## config.mk

```make
export PLATFORM = sky130hd
export DESIGN_NAME = cpuControl
export DESIGN_NICKNAME = d
export VERILOG_FILES = /design/src/verilog/isaPkg.sv /design/src/verilog/ctrlPkg.sv /design/src/verilog/instrDecoder.sv /design/src/verilog/controlSequencer.sv /design/src/verilog/irqLine.sv /design/src/verilog/irqArbiter.sv /design/src/verilog/cpuControl.sv
export SDC_FILE = /design/constraint.sdc
export NUM_CORES = 1
export LEC_CHECK = 0
export BUFFER_PORTS_ARGS = -buffer_cell sky130_fd_sc_hd__clkbuf_2
export CORE_MARGIN = 1
export CORE_UTILIZATION = 51
export DETAILED_ROUTE_END_ITERATION = 8
export PLACE_DENSITY = 0.81
export RECOVER_POWER = 50
export SLEW_MARGIN = 30
export SYNTH_ARGS = -nofsm -noshare
export SYNTH_HDL_FRONTEND = slang
export SYNTH_HIERARCHICAL = 1
export SYNTH_SLANG_ARGS = --single-unit
```

## constraint.sdc

```tcl
create_clock -name clk -period 3.7 [get_ports clk]
set_clock_uncertainty 0.15 [all_clocks]
set_input_delay 0.555 -clock clk [delete_from_list [all_inputs] [get_ports clk]]
set_output_delay 0.555 -clock clk [all_outputs]
set_load 0.005 [all_outputs]
```

## src/verilog/isaPkg.sv

```systemverilog
`default_nettype none

package isaPkg;

    parameter int instrWidth  = 16;
    parameter int regIdxWidth = 4;

    // condition field, instruction bits 15:13
    typedef enum logic [2:0] {
        condAlways    = 3'd0,
        condCarry     = 3'd1,
        condNoCarry   = 3'd2,
        condZero      = 3'd3,
        condNotZero   = 3'd4,
        condNeg       = 3'd5,
        condNotNeg    = 3'd6,
        condAlwaysAlt = 3'd7   // second encoding of always
    } condCode_e;

    typedef enum logic [3:0] {
        opAluImm,
        opAluReg,
        opJmp,
        opCall,
        opRet,
        opPush,
        opPop,
        opSetSr,
        opClrSr,
        opHalt,
        opNop
    } opClass_e;

    typedef struct packed {
        opClass_e                opClass;
        logic [regIdxWidth-1:0]  dstIdx;     // bits 15:12
        logic [regIdxWidth-1:0]  srcIdx;     // bits 11:8
        logic [3:0]              aluMode;
        logic [3:0]              mask;       // status mask, bits 11:8
        logic                    condMet;
        logic                    setsFlags;
    } decodedInstr_t;

endpackage

`default_nettype wire

```

## src/verilog/ctrlPkg.sv

```systemverilog
`default_nettype none

package ctrlPkg;

    // only the modes the sequencer picks itself are named
    typedef enum logic [3:0] {
        passB = 4'd0,
        andOp = 4'd1,
        orOp  = 4'd2,
        passA = 4'd13
    } aluMode_e;

    typedef enum logic [1:0] {aluOut = 2'd0, memOut = 2'd2} rfSrc_e;

    typedef enum logic [1:0] {regB = 2'd0, mask4 = 2'd1, imm8 = 2'd2} aluSrcB_e;

    typedef enum logic [2:0] {
        pcNextHi   = 3'd0,
        pcNextLo   = 3'd1,
        dataAluOut = 3'd2,
        pcHi       = 3'd3,
        pcLo       = 3'd4
    } dMemData_e;

    typedef enum logic [1:0] {regPair = 2'd0, regPairPlusOne = 2'd2} dMemAddr_e;

    typedef enum logic [1:0] {
        aluFlags   = 2'd0,
        srAluOut   = 2'd1,
        srMemOut   = 2'd2,
        disableIrq = 2'd3   // keep flags, clear interrupt enable
    } srSrc_e;

    typedef enum logic [2:0] {
        pcPlusOne  = 3'd0,
        pcOut      = 3'd1,
        irqVector  = 3'd2,
        iMemOut    = 3'd3,
        returnAddr = 3'd5
    } iMemAddr_e;

    // bit 0 set marks the second cycle of a fetch or push sequence
    typedef enum logic [2:0] {
        part1     = 3'd0,
        part2     = 3'd2,
        part3     = 3'd4,
        jmpFetch  = 3'd1,
        callFetch = 3'd3,
        irqEntry  = 3'd5,
        startWait = 3'd7
    } seqState_e;

    typedef struct packed {
        rfSrc_e     src;
        logic [3:0] bSel;
        logic       writeEn;
        logic       incPair;
        logic       decPair;
    } rfCtrl_t;

    typedef struct packed {
        logic       aSel;      // 1 register file, 0 status register
        aluSrcB_e   bSrc;
        aluMode_e   mode;
    } aluCtrl_t;

    typedef struct packed {
        dMemData_e  dataSel;
        dMemAddr_e  addrSel;
        logic       writeEn;
        logic       readEn;
    } memCtrl_t;

    typedef struct packed {
        srSrc_e     srSrc;
        logic       flagEnable;
        iMemAddr_e  iMemAddrSel;
        logic       iMemReadEn;
        logic       pcWriteEn;
    } flowCtrl_t;

    typedef struct packed {
        rfCtrl_t    rf;
        aluCtrl_t   alu;
        memCtrl_t   mem;
        flowCtrl_t  flow;
    } ctrlWord_t;

endpackage

`default_nettype wire

```

## src/verilog/instrDecoder.sv

```systemverilog
`timescale 1ns/10ps
`default_nettype none

module instrDecoder (
    input  wire logic [isaPkg::instrWidth-1:0] instrWord,
    input  wire logic                          carryFlag,
    input  wire logic                          zeroFlag,
    input  wire logic                          negativeFlag,
    output isaPkg::decodedInstr_t              decoded
);
    import isaPkg::*;

    logic [4:0] opcode;
    logic       condMet;

    assign opcode = instrWord[7:3];

    // **********************************************************************
    // branch condition against the current flags
    always_comb begin
        case (condCode_e'(instrWord[15:13]))
            condCarry:   condMet = carryFlag;
            condNoCarry: condMet = ~carryFlag;
            condZero:    condMet = zeroFlag;
            condNotZero: condMet = ~zeroFlag;
            condNeg:     condMet = negativeFlag;
            condNotNeg:  condMet = ~negativeFlag;
            default:     condMet = 1'b1;   // condAlways, condAlwaysAlt
        endcase
    end

    // **********************************************************************
    // instruction class
    always_comb begin
        decoded.opClass   = opNop;
        decoded.dstIdx    = instrWord[15:12];
        decoded.srcIdx    = instrWord[11:8];
        decoded.mask      = instrWord[11:8];
        decoded.aluMode   = instrWord[6:3];
        decoded.condMet   = condMet;
        decoded.setsFlags = 1'b0;
        if (instrWord[0] && (instrWord[3:1] < 3'd7)) begin
            decoded.opClass   = opAluImm;
            decoded.aluMode   = {1'b0, instrWord[3:1]};
            decoded.setsFlags = (instrWord[3:1] != 3'd0);   // load immediate keeps flags
        end else if (instrWord[2:0] == 3'b000) begin
            case (opcode) inside
                [5'd1:5'd12]: begin
                    decoded.opClass   = opAluReg;
                    decoded.setsFlags = 1'b1;
                end
                5'd22:   decoded.opClass = opJmp;
                5'd23:   decoded.opClass = opCall;
                5'd24:   decoded.opClass = opRet;
                5'd25:   decoded.opClass = opPush;
                5'd26:   decoded.opClass = opPop;
                5'd27:   decoded.opClass = opSetSr;
                5'd28:   decoded.opClass = opClrSr;
                5'd29:   decoded.opClass = opHalt;
                default: decoded.opClass = opNop;   // includes retired pair and I/O ops
            endcase
        end
    end

endmodule

`default_nettype wire

```

## src/verilog/controlSequencer.sv

```systemverilog
`timescale 1ns/10ps
`default_nettype none

module controlSequencer #(
    parameter int startDelay = 40
) (
    input  wire logic                   clk,
    input  wire logic                   rstN,
    input  wire isaPkg::decodedInstr_t  decoded,
    input  wire logic                   interruptEnable,
    input  wire logic                   anyPending,
    output ctrlPkg::ctrlWord_t          ctrl,
    output logic                        irqTake
);
    import isaPkg::*;
    import ctrlPkg::*;

    localparam int cntWidth = $clog2(startDelay + 2);
    localparam logic [3:0] spLow = 4'd14;   // stack pointer low register

    seqState_e           state;
    seqState_e           nextState;
    logic [cntWidth-1:0] delayCnt;
    logic                delayDone;

    // **********************************************************************
    // state register and start-up delay
    always_ff @(posedge clk or negedge rstN) begin
        if (!rstN) begin
            state    <= startWait;
            delayCnt <= '0;
        end else begin
            state <= nextState;
            if (state == startWait) begin
                delayCnt <= delayCnt + 1'b1;
            end else begin
                delayCnt <= '0;
            end
        end
    end

    assign delayDone = (delayCnt == cntWidth'(startDelay));

    // **********************************************************************
    // control word
    always_comb begin
        ctrl.rf.src           = aluOut;
        ctrl.rf.bSel          = decoded.dstIdx;
        ctrl.rf.writeEn       = 1'b0;
        ctrl.rf.incPair       = 1'b0;
        ctrl.rf.decPair       = 1'b0;
        ctrl.alu.aSel         = 1'b1;
        ctrl.alu.bSrc         = regB;
        ctrl.alu.mode         = passB;
        ctrl.mem.dataSel      = dataAluOut;
        ctrl.mem.addrSel      = regPair;
        ctrl.mem.writeEn      = 1'b0;
        ctrl.mem.readEn       = 1'b0;
        ctrl.flow.srSrc       = aluFlags;
        ctrl.flow.flagEnable  = 1'b0;
        ctrl.flow.iMemAddrSel = pcOut;
        ctrl.flow.iMemReadEn  = 1'b1;
        ctrl.flow.pcWriteEn   = 1'b1;
        irqTake               = 1'b0;
        nextState             = part1;

        case (state)
            startWait: begin
                ctrl.flow.srSrc      = disableIrq;
                ctrl.flow.flagEnable = 1'b1;
                ctrl.flow.pcWriteEn  = delayDone;
                nextState            = delayDone ? part1 : startWait;
            end
            irqEntry: begin   // push high byte, jump to handler
                ctrl.rf.bSel          = spLow;
                ctrl.rf.decPair       = 1'b1;
                ctrl.mem.dataSel      = pcHi;
                ctrl.mem.writeEn      = 1'b1;
                ctrl.flow.srSrc       = disableIrq;
                ctrl.flow.flagEnable  = 1'b1;
                ctrl.flow.iMemAddrSel = irqVector;
                irqTake               = 1'b1;
            end
            jmpFetch: begin
                ctrl.alu.aSel         = 1'b0;
                ctrl.alu.mode         = passA;
                ctrl.flow.iMemAddrSel = iMemOut;   // target word
            end
            callFetch: begin
                ctrl.rf.bSel          = spLow;
                ctrl.rf.decPair       = 1'b1;
                ctrl.mem.dataSel      = pcNextHi;
                ctrl.mem.writeEn      = 1'b1;
                ctrl.flow.iMemAddrSel = iMemOut;
            end
            part2, part3: begin   // second and third return cycles
                ctrl.rf.bSel          = spLow;
                ctrl.rf.incPair       = (state == part2);
                ctrl.mem.addrSel      = regPairPlusOne;
                ctrl.mem.readEn       = 1'b1;
                ctrl.flow.iMemAddrSel = returnAddr;
                ctrl.flow.iMemReadEn  = (state == part3);
                ctrl.flow.pcWriteEn   = (state == part3);
                nextState             = (state == part2) ? part3 : part1;
            end
            default: begin
                if (interruptEnable && anyPending) begin
                    ctrl.rf.bSel          = spLow;
                    ctrl.rf.decPair       = 1'b1;
                    ctrl.mem.dataSel      = pcLo;
                    ctrl.mem.writeEn      = 1'b1;
                    ctrl.flow.srSrc       = disableIrq;
                    ctrl.flow.flagEnable  = 1'b1;
                    ctrl.flow.iMemAddrSel = irqVector;
                    ctrl.flow.iMemReadEn  = 1'b0;
                    ctrl.flow.pcWriteEn   = 1'b0;
                    nextState             = irqEntry;
                end else begin
                    case (decoded.opClass)
                        opAluImm: begin
                            ctrl.rf.writeEn      = 1'b1;
                            ctrl.alu.bSrc        = imm8;
                            ctrl.alu.mode        = aluMode_e'(decoded.aluMode);
                            ctrl.flow.flagEnable = decoded.setsFlags;
                        end
                        opAluReg: begin
                            ctrl.rf.bSel         = decoded.srcIdx;
                            ctrl.rf.writeEn      = 1'b1;
                            ctrl.alu.mode        = aluMode_e'(decoded.aluMode);
                            ctrl.flow.flagEnable = decoded.setsFlags;
                        end
                        opJmp: begin
                            ctrl.alu.aSel = 1'b0;
                            ctrl.alu.mode = passA;
                            if (decoded.condMet) begin
                                nextState = jmpFetch;   // read target next
                            end else begin
                                ctrl.flow.iMemAddrSel = pcPlusOne;   // skip target word
                            end
                        end
                        opCall: begin
                            ctrl.rf.bSel     = spLow;
                            ctrl.mem.dataSel = pcNextLo;
                            if (decoded.condMet) begin
                                ctrl.rf.decPair     = 1'b1;
                                ctrl.mem.writeEn    = 1'b1;
                                ctrl.flow.pcWriteEn = 1'b0;
                                nextState           = callFetch;
                            end else begin
                                ctrl.flow.iMemAddrSel = pcPlusOne;
                            end
                        end
                        opRet: begin
                            ctrl.rf.bSel     = spLow;
                            ctrl.mem.addrSel = regPairPlusOne;
                            ctrl.mem.readEn  = 1'b1;
                            if (decoded.condMet) begin
                                ctrl.rf.incPair       = 1'b1;
                                ctrl.flow.iMemAddrSel = returnAddr;
                                ctrl.flow.iMemReadEn  = 1'b0;
                                ctrl.flow.pcWriteEn   = 1'b0;
                                nextState             = part2;
                            end
                        end
                        opPush: begin   // status register onto the stack
                            ctrl.rf.bSel     = spLow;
                            ctrl.rf.decPair  = 1'b1;
                            ctrl.alu.aSel    = 1'b0;
                            ctrl.alu.mode    = passA;
                            ctrl.mem.writeEn = 1'b1;
                        end
                        opPop: begin
                            ctrl.rf.bSel         = spLow;
                            ctrl.rf.incPair      = 1'b1;
                            ctrl.alu.aSel        = 1'b0;
                            ctrl.alu.mode        = passA;
                            ctrl.mem.readEn      = 1'b1;
                            ctrl.flow.srSrc      = srMemOut;
                            ctrl.flow.flagEnable = 1'b1;
                        end
                        opSetSr, opClrSr: begin
                            ctrl.rf.bSel         = decoded.mask;
                            ctrl.alu.aSel        = 1'b0;
                            ctrl.alu.bSrc        = mask4;
                            ctrl.alu.mode        = (decoded.opClass == opSetSr) ? orOp : andOp;
                            ctrl.flow.srSrc      = srAluOut;
                            ctrl.flow.flagEnable = 1'b1;
                        end
                        opHalt: begin   // hold the current word
                            ctrl.flow.iMemReadEn = 1'b0;
                            ctrl.flow.pcWriteEn  = 1'b0;
                        end
                        default: ;   // no-op
                    endcase
                end
            end
        endcase
    end

endmodule

`default_nettype wire

```

## src/verilog/irqLine.sv

```systemverilog
`timescale 1ns/10ps
`default_nettype none

module irqLine (
    input  wire logic clk,
    input  wire logic rstN,
    input  wire logic req,
    input  wire logic take,
    output logic      pending,
    output logic      ack
);
    typedef enum logic [1:0] {
        idle,
        waiting,   // request seen, not yet serviced
        acking     // ack held until req drops
    } lineState_e;

    lineState_e state;

    always_ff @(posedge clk or negedge rstN) begin
        if (!rstN) begin
            state <= idle;
        end else begin
            case (state)
                idle:    if (req) state <= waiting;   // ack is low here
                waiting: if (take) state <= acking;
                acking:  if (!req) state <= idle;
                default: state <= idle;
            endcase
        end
    end

    assign pending = (state == waiting);
    assign ack     = (state == acking);

endmodule

`default_nettype wire

```

## src/verilog/irqArbiter.sv

```systemverilog
`timescale 1ns/10ps
`default_nettype none

module irqArbiter #(
    parameter int irqVectorBase = 20,
    parameter int irqVectorStep = 10
) (
    input  wire logic [3:0]  pending,
    input  wire logic        irqTake,
    output logic      [3:0]  take,
    output logic             anyPending,
    output logic      [15:0] irqVector
);
    logic [3:0] grant;

    // line 0 wins, so scan downward and let the lowest index overwrite
    always_comb begin
        grant     = '0;
        irqVector = '0;   // nothing pending
        for (int i = 3; i >= 0; i--) begin
            if (pending[i]) begin
                grant     = '0;
                grant[i]  = 1'b1;
                irqVector = 16'(irqVectorBase + i * irqVectorStep);
            end
        end
    end

    assign take       = grant & {4{irqTake}};
    assign anyPending = |pending;

endmodule

`default_nettype wire

```

## src/verilog/cpuControl.sv

```systemverilog
`timescale 1ns/10ps
`default_nettype none

module cpuControl #(
    parameter int startDelay    = 40,
    parameter int irqVectorBase = 20,
    parameter int irqVectorStep = 10
) (
    input  wire logic                          clk,
    input  wire logic                          rstN,
    input  wire logic [isaPkg::instrWidth-1:0] instrWord,
    input  wire logic                          carryFlag,
    input  wire logic                          zeroFlag,
    input  wire logic                          negativeFlag,
    input  wire logic                          interruptEnable,
    input  wire logic [3:0]                    irqReq,
    output logic      [3:0]                    irqAck,
    output logic      [15:0]                   irqVector,
    output ctrlPkg::ctrlWord_t                 ctrl
);
    import isaPkg::*;

    decodedInstr_t decoded;
    logic [3:0]    pending;
    logic [3:0]    take;
    logic          anyPending;
    logic          irqTake;

    instrDecoder uDecoder (
        .instrWord    (instrWord),
        .carryFlag    (carryFlag),
        .zeroFlag     (zeroFlag),
        .negativeFlag (negativeFlag),
        .decoded      (decoded)
    );

    controlSequencer #(.startDelay(startDelay)) uSequencer (
        .clk             (clk),
        .rstN            (rstN),
        .decoded         (decoded),
        .interruptEnable (interruptEnable),
        .anyPending      (anyPending),
        .ctrl            (ctrl),
        .irqTake         (irqTake)
    );

    // **********************************************************************
    // interrupt sources
    for (genvar i = 0; i < 4; i++) begin : gLine
        irqLine uLine (
            .clk     (clk),
            .rstN    (rstN),
            .req     (irqReq[i]),
            .take    (take[i]),
            .pending (pending[i]),
            .ack     (irqAck[i])
        );
    end

    irqArbiter #(
        .irqVectorBase (irqVectorBase),
        .irqVectorStep (irqVectorStep)
    ) uArbiter (
        .pending    (pending),
        .irqTake    (irqTake),
        .take       (take),
        .anyPending (anyPending),
        .irqVector  (irqVector)
    );

endmodule

`default_nettype wire

```

==> reports/metrics.cfg, run 1 <==
[status]
status=completed

[global_routing]
grt_pass1_wl_mm=8.866
grt_use_met3=0.04167
busiest_layer=met1
antenna_found_initial=0
grt_use_met2=0.3701
grt_overflow=0
grt_start_max_net_pins=28
grt_usage=0.2503
grt_use_met1=0.3721
grt_pass1_vias=1888

[synth]
synth_ff_type=dfrtp_1
yosysWarningCount=6
syn_inst=298
syn_area_um2=2217
ys_types=67
yosysMostFrequentCell=nor2_1
synth_top_area_frac=0.1580
avgSynthCellArea_um2=7.440
yosysTopAreaCell=dfrtp_1
synth_edf_count=0
synth_common_cells=31 x nor2_1, 28 x buf_4, 19 x a21oi_1, 19 x nand2_1, 19 x o21ai_0
async_flop_share=1.000
seq_area_frac_synth=0.1936
synth_area_leaders=dfrtp_1 16%, buf_4 9.5%, nor2_1 5.2%
ys_seq_elements=17

[sta]
finalSetupViolCount=0
slew_violations=0
rsz0062_at_grt=true
max_freq_mhz=279.0
max_slew_margin=0.3955
period_minus_slack_ns=3.584
post-route-period-util=0.9686
tightest_slew_ns=0.9067
hold-worst-slack_ns=0.2522
hold_viol=0

[clock_tree]
insertion_delay_ns=0.26
path_clk_slew_ns=0.06
cts_tree=done
cts_root_buf=clkbuf_8
cts.sinks=17
numCtsBuffers=3
cts_buffer_depth=2
htreeDepth=1

[setup_path]
crit_path_frequent_cell=clkbuf_2
startpoint_type=input port
slowest_delay_ns=0.47
crit_fanout=12
required_ns=2.99
arrival_ns=2.88
slowest_stage=or3_1
critical_path_class=input port to primary output
crit_chain=clkbuf_2, or3_1, nor4_2, nor3_2, buf_4, nor4bb_1, a311oi_1, maj3_1, or2_2, clkbuf_2
path_delay_family=simple AND/OR/NAND/NOR gates
crit_buf_inv=3
worst-r2r-setup-slack_ns=1.54
cp-end-kind=primary output

[placement]
placed_cell_area_um2=2404
dpl.hpwl_mm=4.071
numPortBuffers=62
gp_congestion=0.9608

[hold_path]
min_path_type=input port to asynchronous set/reset pin

[finish]
n_antenna_cell=0
area_delta_synth_final_pct=8.747
nNetsFinal=368
postLayoutCellArea_um2=2411
seqCellArea_um2=429.2
fill_cells=395
multiInputGateArea_um2=1428
drive_gt1_frac=0.2891

[route]
initialDrtViolationCount=194
drc=0
drt-total-wl_mm=5.502
wl_per_cell_um=14.14
antenna_left=0
vias=2246
viasPerCell=5.774
firstDrtPassIters=5

[floorplanning]
dieArea_um2=4615
io_pins=77
die_h_um=67.94
die_w_um=67.94
initial_utilization=0.5426
row_count=23
core-area_um2=4086

[power_and_ir_drop]
ir_drop_mv=0.2062
power_density_nw_per_um2=288.1
leakage_uw=0.001133

[flow_run]
drv_cap=0

-- final timing paths --
kind                       depth (start not counted)                 endpoint                     from
min in group clk                                   1  gLine[1].uLine/state[0]  gLine[1].uLine/state[1]
max in group asynchronous                          1   uSequencer/delayCnt[3]                     rstN
max reg2reg                                        6      uSequencer/state[2]  gLine[1].uLine/state[0]
max                                               10                  ctrl[1]             instrWord[0]
min                                                1  gLine[3].uLine/state[0]                     rstN
min reg2reg                                        1  gLine[1].uLine/state[0]  gLine[1].uLine/state[1]
-- cell usage in the layout, fill, tap and decap left out, types with 4 or more instances in the layout --
cell type	count
nand2_1	19
clkbuf_2	60
nor2_1	32
nor3_1	9
a31oi_1	8
nand2b_1	6
o21ai_0	19
conb_1	14
buf_4	9
a21oi_1	19
nand3_1	6
dfrtp_1	14
o21bai_1	4
and2_1	4
xnor2_1	4
a211oi_1	6
inv_1	17
a22o_2	4
nor2b_1	6
-- state kept, by name, summed over array words and instances, names as in the netlist --
name / cells
uSequencer/state: 3
gLine.uLine/state: 8
uSequencer/delayCnt: 6
-- through the flow --
step | util | cells | setup slack (ns) | TNS (ns) | power (uW)
finish | 0.5900 | 389 | 0.1164 | 0 | 694.7
global placement | 0.5882 | 385 | 0.1630 | 0 | 560.5
CTS | 0.5992 | 389 | 0.06746 | 0 | 707.8
global route | 0.5900 | 389 | -0.03027 | -0.03027 | 744.1
detailed placement | 0.5882 | 385 | 0.07673 | 0 | 565.6
floorplan | - | 310 | 0.2898 | 0 | 462.7
-- per-layer routing --
metal,vias to the layer above,wire (um)
li1,1099,-
met3,7,454
met5,-,0
met1,1022,2564
met2,118,2430
met4,0,51
-- repair_timing --
item | in CTS | in global routing
hold endpoints to repair | 0 | 0
resized for setup | 0 | 3
hold buffers | 0 | 0
endpoints found under the setup margin | 0 | 5
setup buffers | 0 | 0
-- power by group --
group          switching (uW)  internal, uW  total [uW]
logic                     177           142         319
clock network            64.5          76.6         141
registers                31.9           203         235
-- cells by family (layout without fill, tap and decap cells) --
kind of cell	count (synthesis)	count (layout)	share of synthesized area
AND/OR/NAND/NOR	113	113	0.3064
AO/OA/AOI/OAI	87	87	0.2647
buffers and inverters	65	94	0.1693
flip-flops	17	17	0.1936
XOR/XNOR	7	7	0.02765
adder cells (fa/ha/maj)	4	4	0.02031
multiplexers	3	3	0.01467
other	2	14	0.003387
-- area by class of cell --
type / instances / share of cell area
timing repair buffer: 71 / 0.1557
multi-input combinational: 228 / 0.5921
inverter: 19 / 0.02958
tap: 50 / 0.02595
sequential: 17 / 0.1780
clock buffer: 4 / 0.01868
No activity file was read; power rests on OpenSTA's default activity.
==> run 2, diff against run 1 <==
--- a/config.mk
+++ b/config.mk
@@ -5,11 +5,12 @@
 export SDC_FILE = /design/constraint.sdc
 export NUM_CORES = 1
 export LEC_CHECK = 0
+export ABC_AREA = 1
 export BUFFER_PORTS_ARGS = -buffer_cell sky130_fd_sc_hd__clkbuf_2
 export CORE_MARGIN = 1
-export CORE_UTILIZATION = 51
+export CORE_UTILIZATION = 50
 export DETAILED_ROUTE_END_ITERATION = 8
-export PLACE_DENSITY = 0.81
+export PLACE_DENSITY = 0.82
 export RECOVER_POWER = 50
 export SLEW_MARGIN = 30
 export SYNTH_ARGS = -nofsm -noshare
==> reports/metrics.cfg, run 2 <==
[sta]
max_slew_margin=0.3914
post-route-period-util=0.8098
rsz0062_at_grt=false
max_freq_mhz=333.7
tightest_slew_ns=0.9129
finalSetupViolCount=0
period_minus_slack_ns=2.996
setup_tns_ns=0
slew_violations=0
hold_viol=0

[setup_path]
path_delay_family=simple AND/OR/NAND/NOR gates
crit_fanout=7
required_ns=2.99
slowest_delay_ns=0.42
path_depth=15
arrival_ns=2.29
critical_path_class=input port to primary output
slowest_stage=a21oi_1
crit_chain=clkbuf_2, nor2_1, nand2_1, nand3_2, nand2_1, a21oi_1, nor2_2, nand2_2, inv_2, nor2_4, nand2_2, nand2_2, nand2_1, nand2_1, clkbuf_2
crit_start=instrWord[6]
startpoint_type=input port
cp-end-kind=primary output
reg2reg_depth=8
crit_buf_inv=3
rr_startpoint=gLine[0].uLine/state[0]
crit_path_frequent_cell=nand2_1

[synth]
yosysTopAreaCell=dfrtp_1
synth_area_leaders=dfrtp_1 18%, nand2_1 14%, buf_4 11%
synth_common_cells=73 x nand2_1, 41 x nor2_1, 39 x inv_1, 37 x nand3_1, 28 x buf_4
ys_types=29
syn_area_um2=1992
ys_seq_elements=17
synth_top_area_frac=0.1759
synth_ff_type=dfrtp_1
syn_inst=328
avgSynthCellArea_um2=6.073
yosysMostFrequentCell=nand2_1
seq_area_frac_synth=0.2155
yosysWarningCount=6
synth_edf_count=0
async_flop_share=1.000

[power_and_ir_drop]
ir_drop_mv=0.1327
leakage_uw=0.001288
power_density_nw_per_um2=284.9

[global_routing]
grt_pass1_vias=1825
grt_pass1_wl_mm=7.514
grt_overflow=0
grt_start_max_net_pins=18
grt_usage=0.2197
antenna_found_initial=0

[finish]
fill_cells=385
reg_top3=gLine.uLine/state: 8 flops, uSequencer/delayCnt: 6 flops, uSequencer/state: 3 flops
nNetsFinal=407
multiInputGateArea_um2=1190
seqCellArea_um2=429.2
final_cell_mix=73 x nand2_1, 61 x clkbuf_2, 42 x nor2_1
largest_register=gLine.uLine/state
layoutNonFillerInstCount=426
area_delta_synth_final_pct=12.12
drive_gt1_frac=0.2751
largest_register_ffs=8
n_antenna_cell=0
mostFrequentLayoutCell=nand2_1

[floorplanning]
row_count=22
core-area_um2=3744
die_h_um=65.12
dieArea_um2=4240
initial_utilization=0.5321
die_w_um=65.12
io_pins=77

[placement]
dpl.hpwl_mm=3.751
placed_cells=422
gp_congestion=1.007
numPortBuffers=62

[clock_tree]
htreeDepth=1
cts_root_buf=clkbuf_8
cts_buffer_depth=2
cts.hold.buffers_added=0
insertion_delay_ns=0.24
cts_tree=done
path_clk_slew_ns=0.06
post_cts_buffers=0
cts.sinks=17
numCtsBuffers=3
cts_repair_resize_count=0

[route]
initialDrtViolationCount=138
vias=2164
drt-total-wl_mm=4.514
viasPerCell=5.080
drc=0
wl_per_cell_um=10.60
antenna_left=0
firstDrtPassIters=5

[hold_path]
min_path_type=input port to asynchronous set/reset pin

[status]
status=completed

[flow_run]
drv_cap=0

-- run 2: cell types whose count changed after synthesis, moves of 10 or more --
| cell | delta |
|---|---|
| nand2_1 | +54 |
| nand3_1 | +31 |
| inv_1 | +22 |
| nand2_2 | +13 |
| inv_2 | +10 |
| nor2_1 | +10 |
-- run 2: path summary, 6_finish.rpt --
kind / slack (ns) / endpoint
setup / recovery: 0.70 / ctrl[26]
hold reg to reg: 0.32 / uSequencer/delayCnt[5]
hold / removal: 0.27 / uSequencer/delayCnt[2]
max in group asynchronous: 2.58 / gLine[0].uLine/state[0]
min in group clk: 0.32 / uSequencer/delayCnt[5]
setup reg to reg: 1.79 / uSequencer/state[0]
-- run 2: cells by family (layout without fill, tap and decap cells) --
kind of cell             count (synthesis)  after routing  share of synthesized area
flip-flops                              17             17                     0.2155
buffers and inverters                   80            118                     0.2060
adder cells (fa/ha/maj)                  2              2                    0.01256
AND/OR/NAND/NOR                        189            189                     0.4548
other                                    2             14                   0.003770
AO/OA/AOI/OAI                           38             38                     0.1074
-- run 2: cell type report --
class,instances,share of cell area
multi-input cells,243,0.5328
well taps,48,0.02689
repair buffers,62,0.1384
inverters,52,0.08964
flip-flops and latches,17,0.1922
clock buffers,4,0.02017
-- run 2: where the power goes --
part	total [uW]	leakage [uW]	internal, uW	switching (uW)
clock network	133	0.0000228	76.2	57.2
logic	293	0.00106	111	182
registers	210	0.000207	198	12.3
-- run 2: through the flow --
| stage | hold WS, ns | power [uW] | setup slack (ns) | util | area (um2) |
|---|---|---|---|---|---|
| CTS | 0.09466 | 645.9 | 0.7097 | 0.5989 | 2242 |
| floorplan | 0.1094 | 413.9 | 1.136 | - | 2037 |
| global route | 0.3235 | 690.6 | 0.5106 | 0.5966 | 2233 |
| detailed placement | 0.3001 | 507.9 | 0.7145 | 0.5869 | 2197 |
| finish | 0.2677 | 636.4 | 0.7037 | 0.5966 | 2233 |
| global placement | 0.3065 | 506.5 | 0.7257 | 0.5869 | 2197 |
-- run 2: per-layer routing --
layer,part of all wire,global-route usage,vias to the layer above
met1,0.44,0.2896,977
met2,0.48,0.3815,77
met3,0.070,0.02083,2
li1,-,-,1108
met4,0.0035,0.05978,0
met5,0,0,-
==> run 3, diff against run 2 <==
==> constraint.sdc (replaced) <==
create_clock -name clk -period 2.85 [get_ports clk]
set_clock_uncertainty 0.15 [all_clocks]
set_input_delay 0.4275 -clock clk [delete_from_list [all_inputs] [get_ports clk]]
set_output_delay 0.4275 -clock clk [all_outputs]
set_load 0.005 [all_outputs]
==> reports/metrics.cfg, run 3 (synthesis gave the netlist of run 2 again) <==
[sta]
finalSetupViolCount=0
rsz0062_at_grt=false
setup_tns_ns=0
hold_viol=0
period_minus_slack_ns=2.671
tightest_slew_ns=0.9099
slew_violations=0
max_freq_mhz=374.4
max_slew_margin=0.3934
post-route-period-util=0.9371

[placement]
numPortBuffers=62
gp_congestion=0.9205
placed_cell_area_um2=2212
dpl.hpwl_mm=3.847

[setup_path]
critical_path_class=register to primary output
slowest_delay_ns=0.41
crit_fanout=6
slowest_stage=dfrtp_1
arrival_ns=2.09
cp-end-kind=primary output
required_ns=2.27
reg2reg_depth=6
crit_chain=inv_1, nor2_1, nor2_4, nand2_1, nand2_2, clkinvlp_4, buf_4, o21ai_0, nand3_1, clkbuf_2
startpoint_type=register

[power_and_ir_drop]
power_density_nw_per_um2=367.9
ir_drop_mv=0.1340
total_power_uw=835.8
leakage_uw=0.001301

[clock_tree]
insertion_delay_ns=0.25
cts.sinks=17
path_clk_slew_ns=0.06
numCtsBuffers=3
htreeDepth=1
cts_root_buf=clkbuf_8
cts_tree=done
cts_buffer_depth=2

[route]
vias=2166
viasPerCell=5.037
drc=0
antenna_left=0
drt-total-wl_mm=4.617
initialDrtViolationCount=123
firstDrtPassIters=5
wl_per_cell_um=10.74

[hold_path]
min_delay_path_depth=3
min_path_type=input port to register

[finish]
nNetsFinal=411
reg_top3=gLine.uLine/state: 8 flops, uSequencer/delayCnt: 6 flops, uSequencer/state: 3 flops
area_delta_synth_final_pct=14.07
mostFrequentLayoutCell=nand2_1
drive_gt1_frac=0.2853
largest_register_ffs=8
largest_register=gLine.uLine/state
n_antenna_cell=0
final_cell_mix=72 x nand2_1, 61 x clkbuf_2, 42 x nor2_1
postLayoutCellArea_um2=2272
final_core_util=0.6070

[floorplanning]
core-area_um2=3744
io_pins=77
die_h_um=65.12
row_count=22
initial_utilization=0.5321
dieArea_um2=4240
die_w_um=65.12

[global_routing]
antenna_found_initial=0
grt_usage=0.2217
grt_start_max_net_pins=18
grt_pass1_vias=1863
grt_overflow=0
grt_pass1_wl_mm=7.521

[status]
status=completed

[flow_run]
drv_cap=0

run 3: changes by cell type in the layout (fill, tap and decap cells not counted), sizes merged:
cell / previous run / this run
buf: 0 / 3
inv: 51 / 50
dlygate4sd3: 0 / 1
clkinvlp: 0 / 1
run 3: path summary, 6_finish.rpt:
path	slack, ns	endpoint	startpoint
max in group asynchronous	1.32	gLine[0].uLine/state[0]	rstN
max reg2reg	0.97	gLine[1].uLine/state[0]	uSequencer/state[0]
min in group asynchronous	0.68	uSequencer/delayCnt[4]	rstN
min reg2reg	0.32	uSequencer/delayCnt[5]	uSequencer/delayCnt[5]
max	0.18	ctrl[5]	gLine[0].uLine/state[0]
min	0.27	gLine[0].uLine/state[1]	irqReq[0]
run 3: power breakdown:
| group | total (uW) | internal, uW | leakage [uW] | switching, uW |
|---|---|---|---|---|
| registers | 273 | 257 | 0.000207 | 15.7 |
| logic | 388 | 149 | 0.00107 | 239 |
| clock network | 175 | 99.0 | 0.0000228 | 76.1 |
run 3: cell type report:
class | count | area, um2
Timing Repair Buffer | 66 | 341.6
Fill cell | 391 | 1471
Inverter | 52 | 203.9
Tap cell | 48 | 60.06
Sequential cell | 17 | 429.2
Multi-Input combinational cell | 243 | 1192
Clock buffer | 4 | 45.04
run 3: through the flow:
step,setup slack (ns),instances,hold slack [ns]
floorplan,0.5407,340,-0.01809
global placement,0.2365,424,0.2324
detailed placement,0.2493,424,0.2312
CTS,0.1341,429,0.2636
global route,0.04342,430,0.2817
finish,0.1792,430,0.2696
run 3: routing by layer:
layer  global-route usage  up-vias  routed length (um)
met5                    0        -                   0
met4              0.06793        0                  68
met3              0.01910        9                 283
met2               0.4076       92                2271
met1               0.2718      952                1994
li1                     -     1113                   -
run 3: what timing repair did:
| item | in CTS | in global routing |
|---|---|---|
| endpoints found under the hold margin | 14 | 0 |
| gates resized for setup | 0 | 2 |
| setup endpoints to repair | 0 | 3 |
| hold buffers | 1 | 0 |
| setup buffers | 0 | 1 |
run 3: critical path: cells and delay by family (launching register included):
kind / cells / cell delay, ns
buffers and inverters: 4 / 0.63
and+or+nand+nor: 5 / 0.56
AOI/OAI and AO/OA: 1 / 0.23
DFF: 1 / 0.41
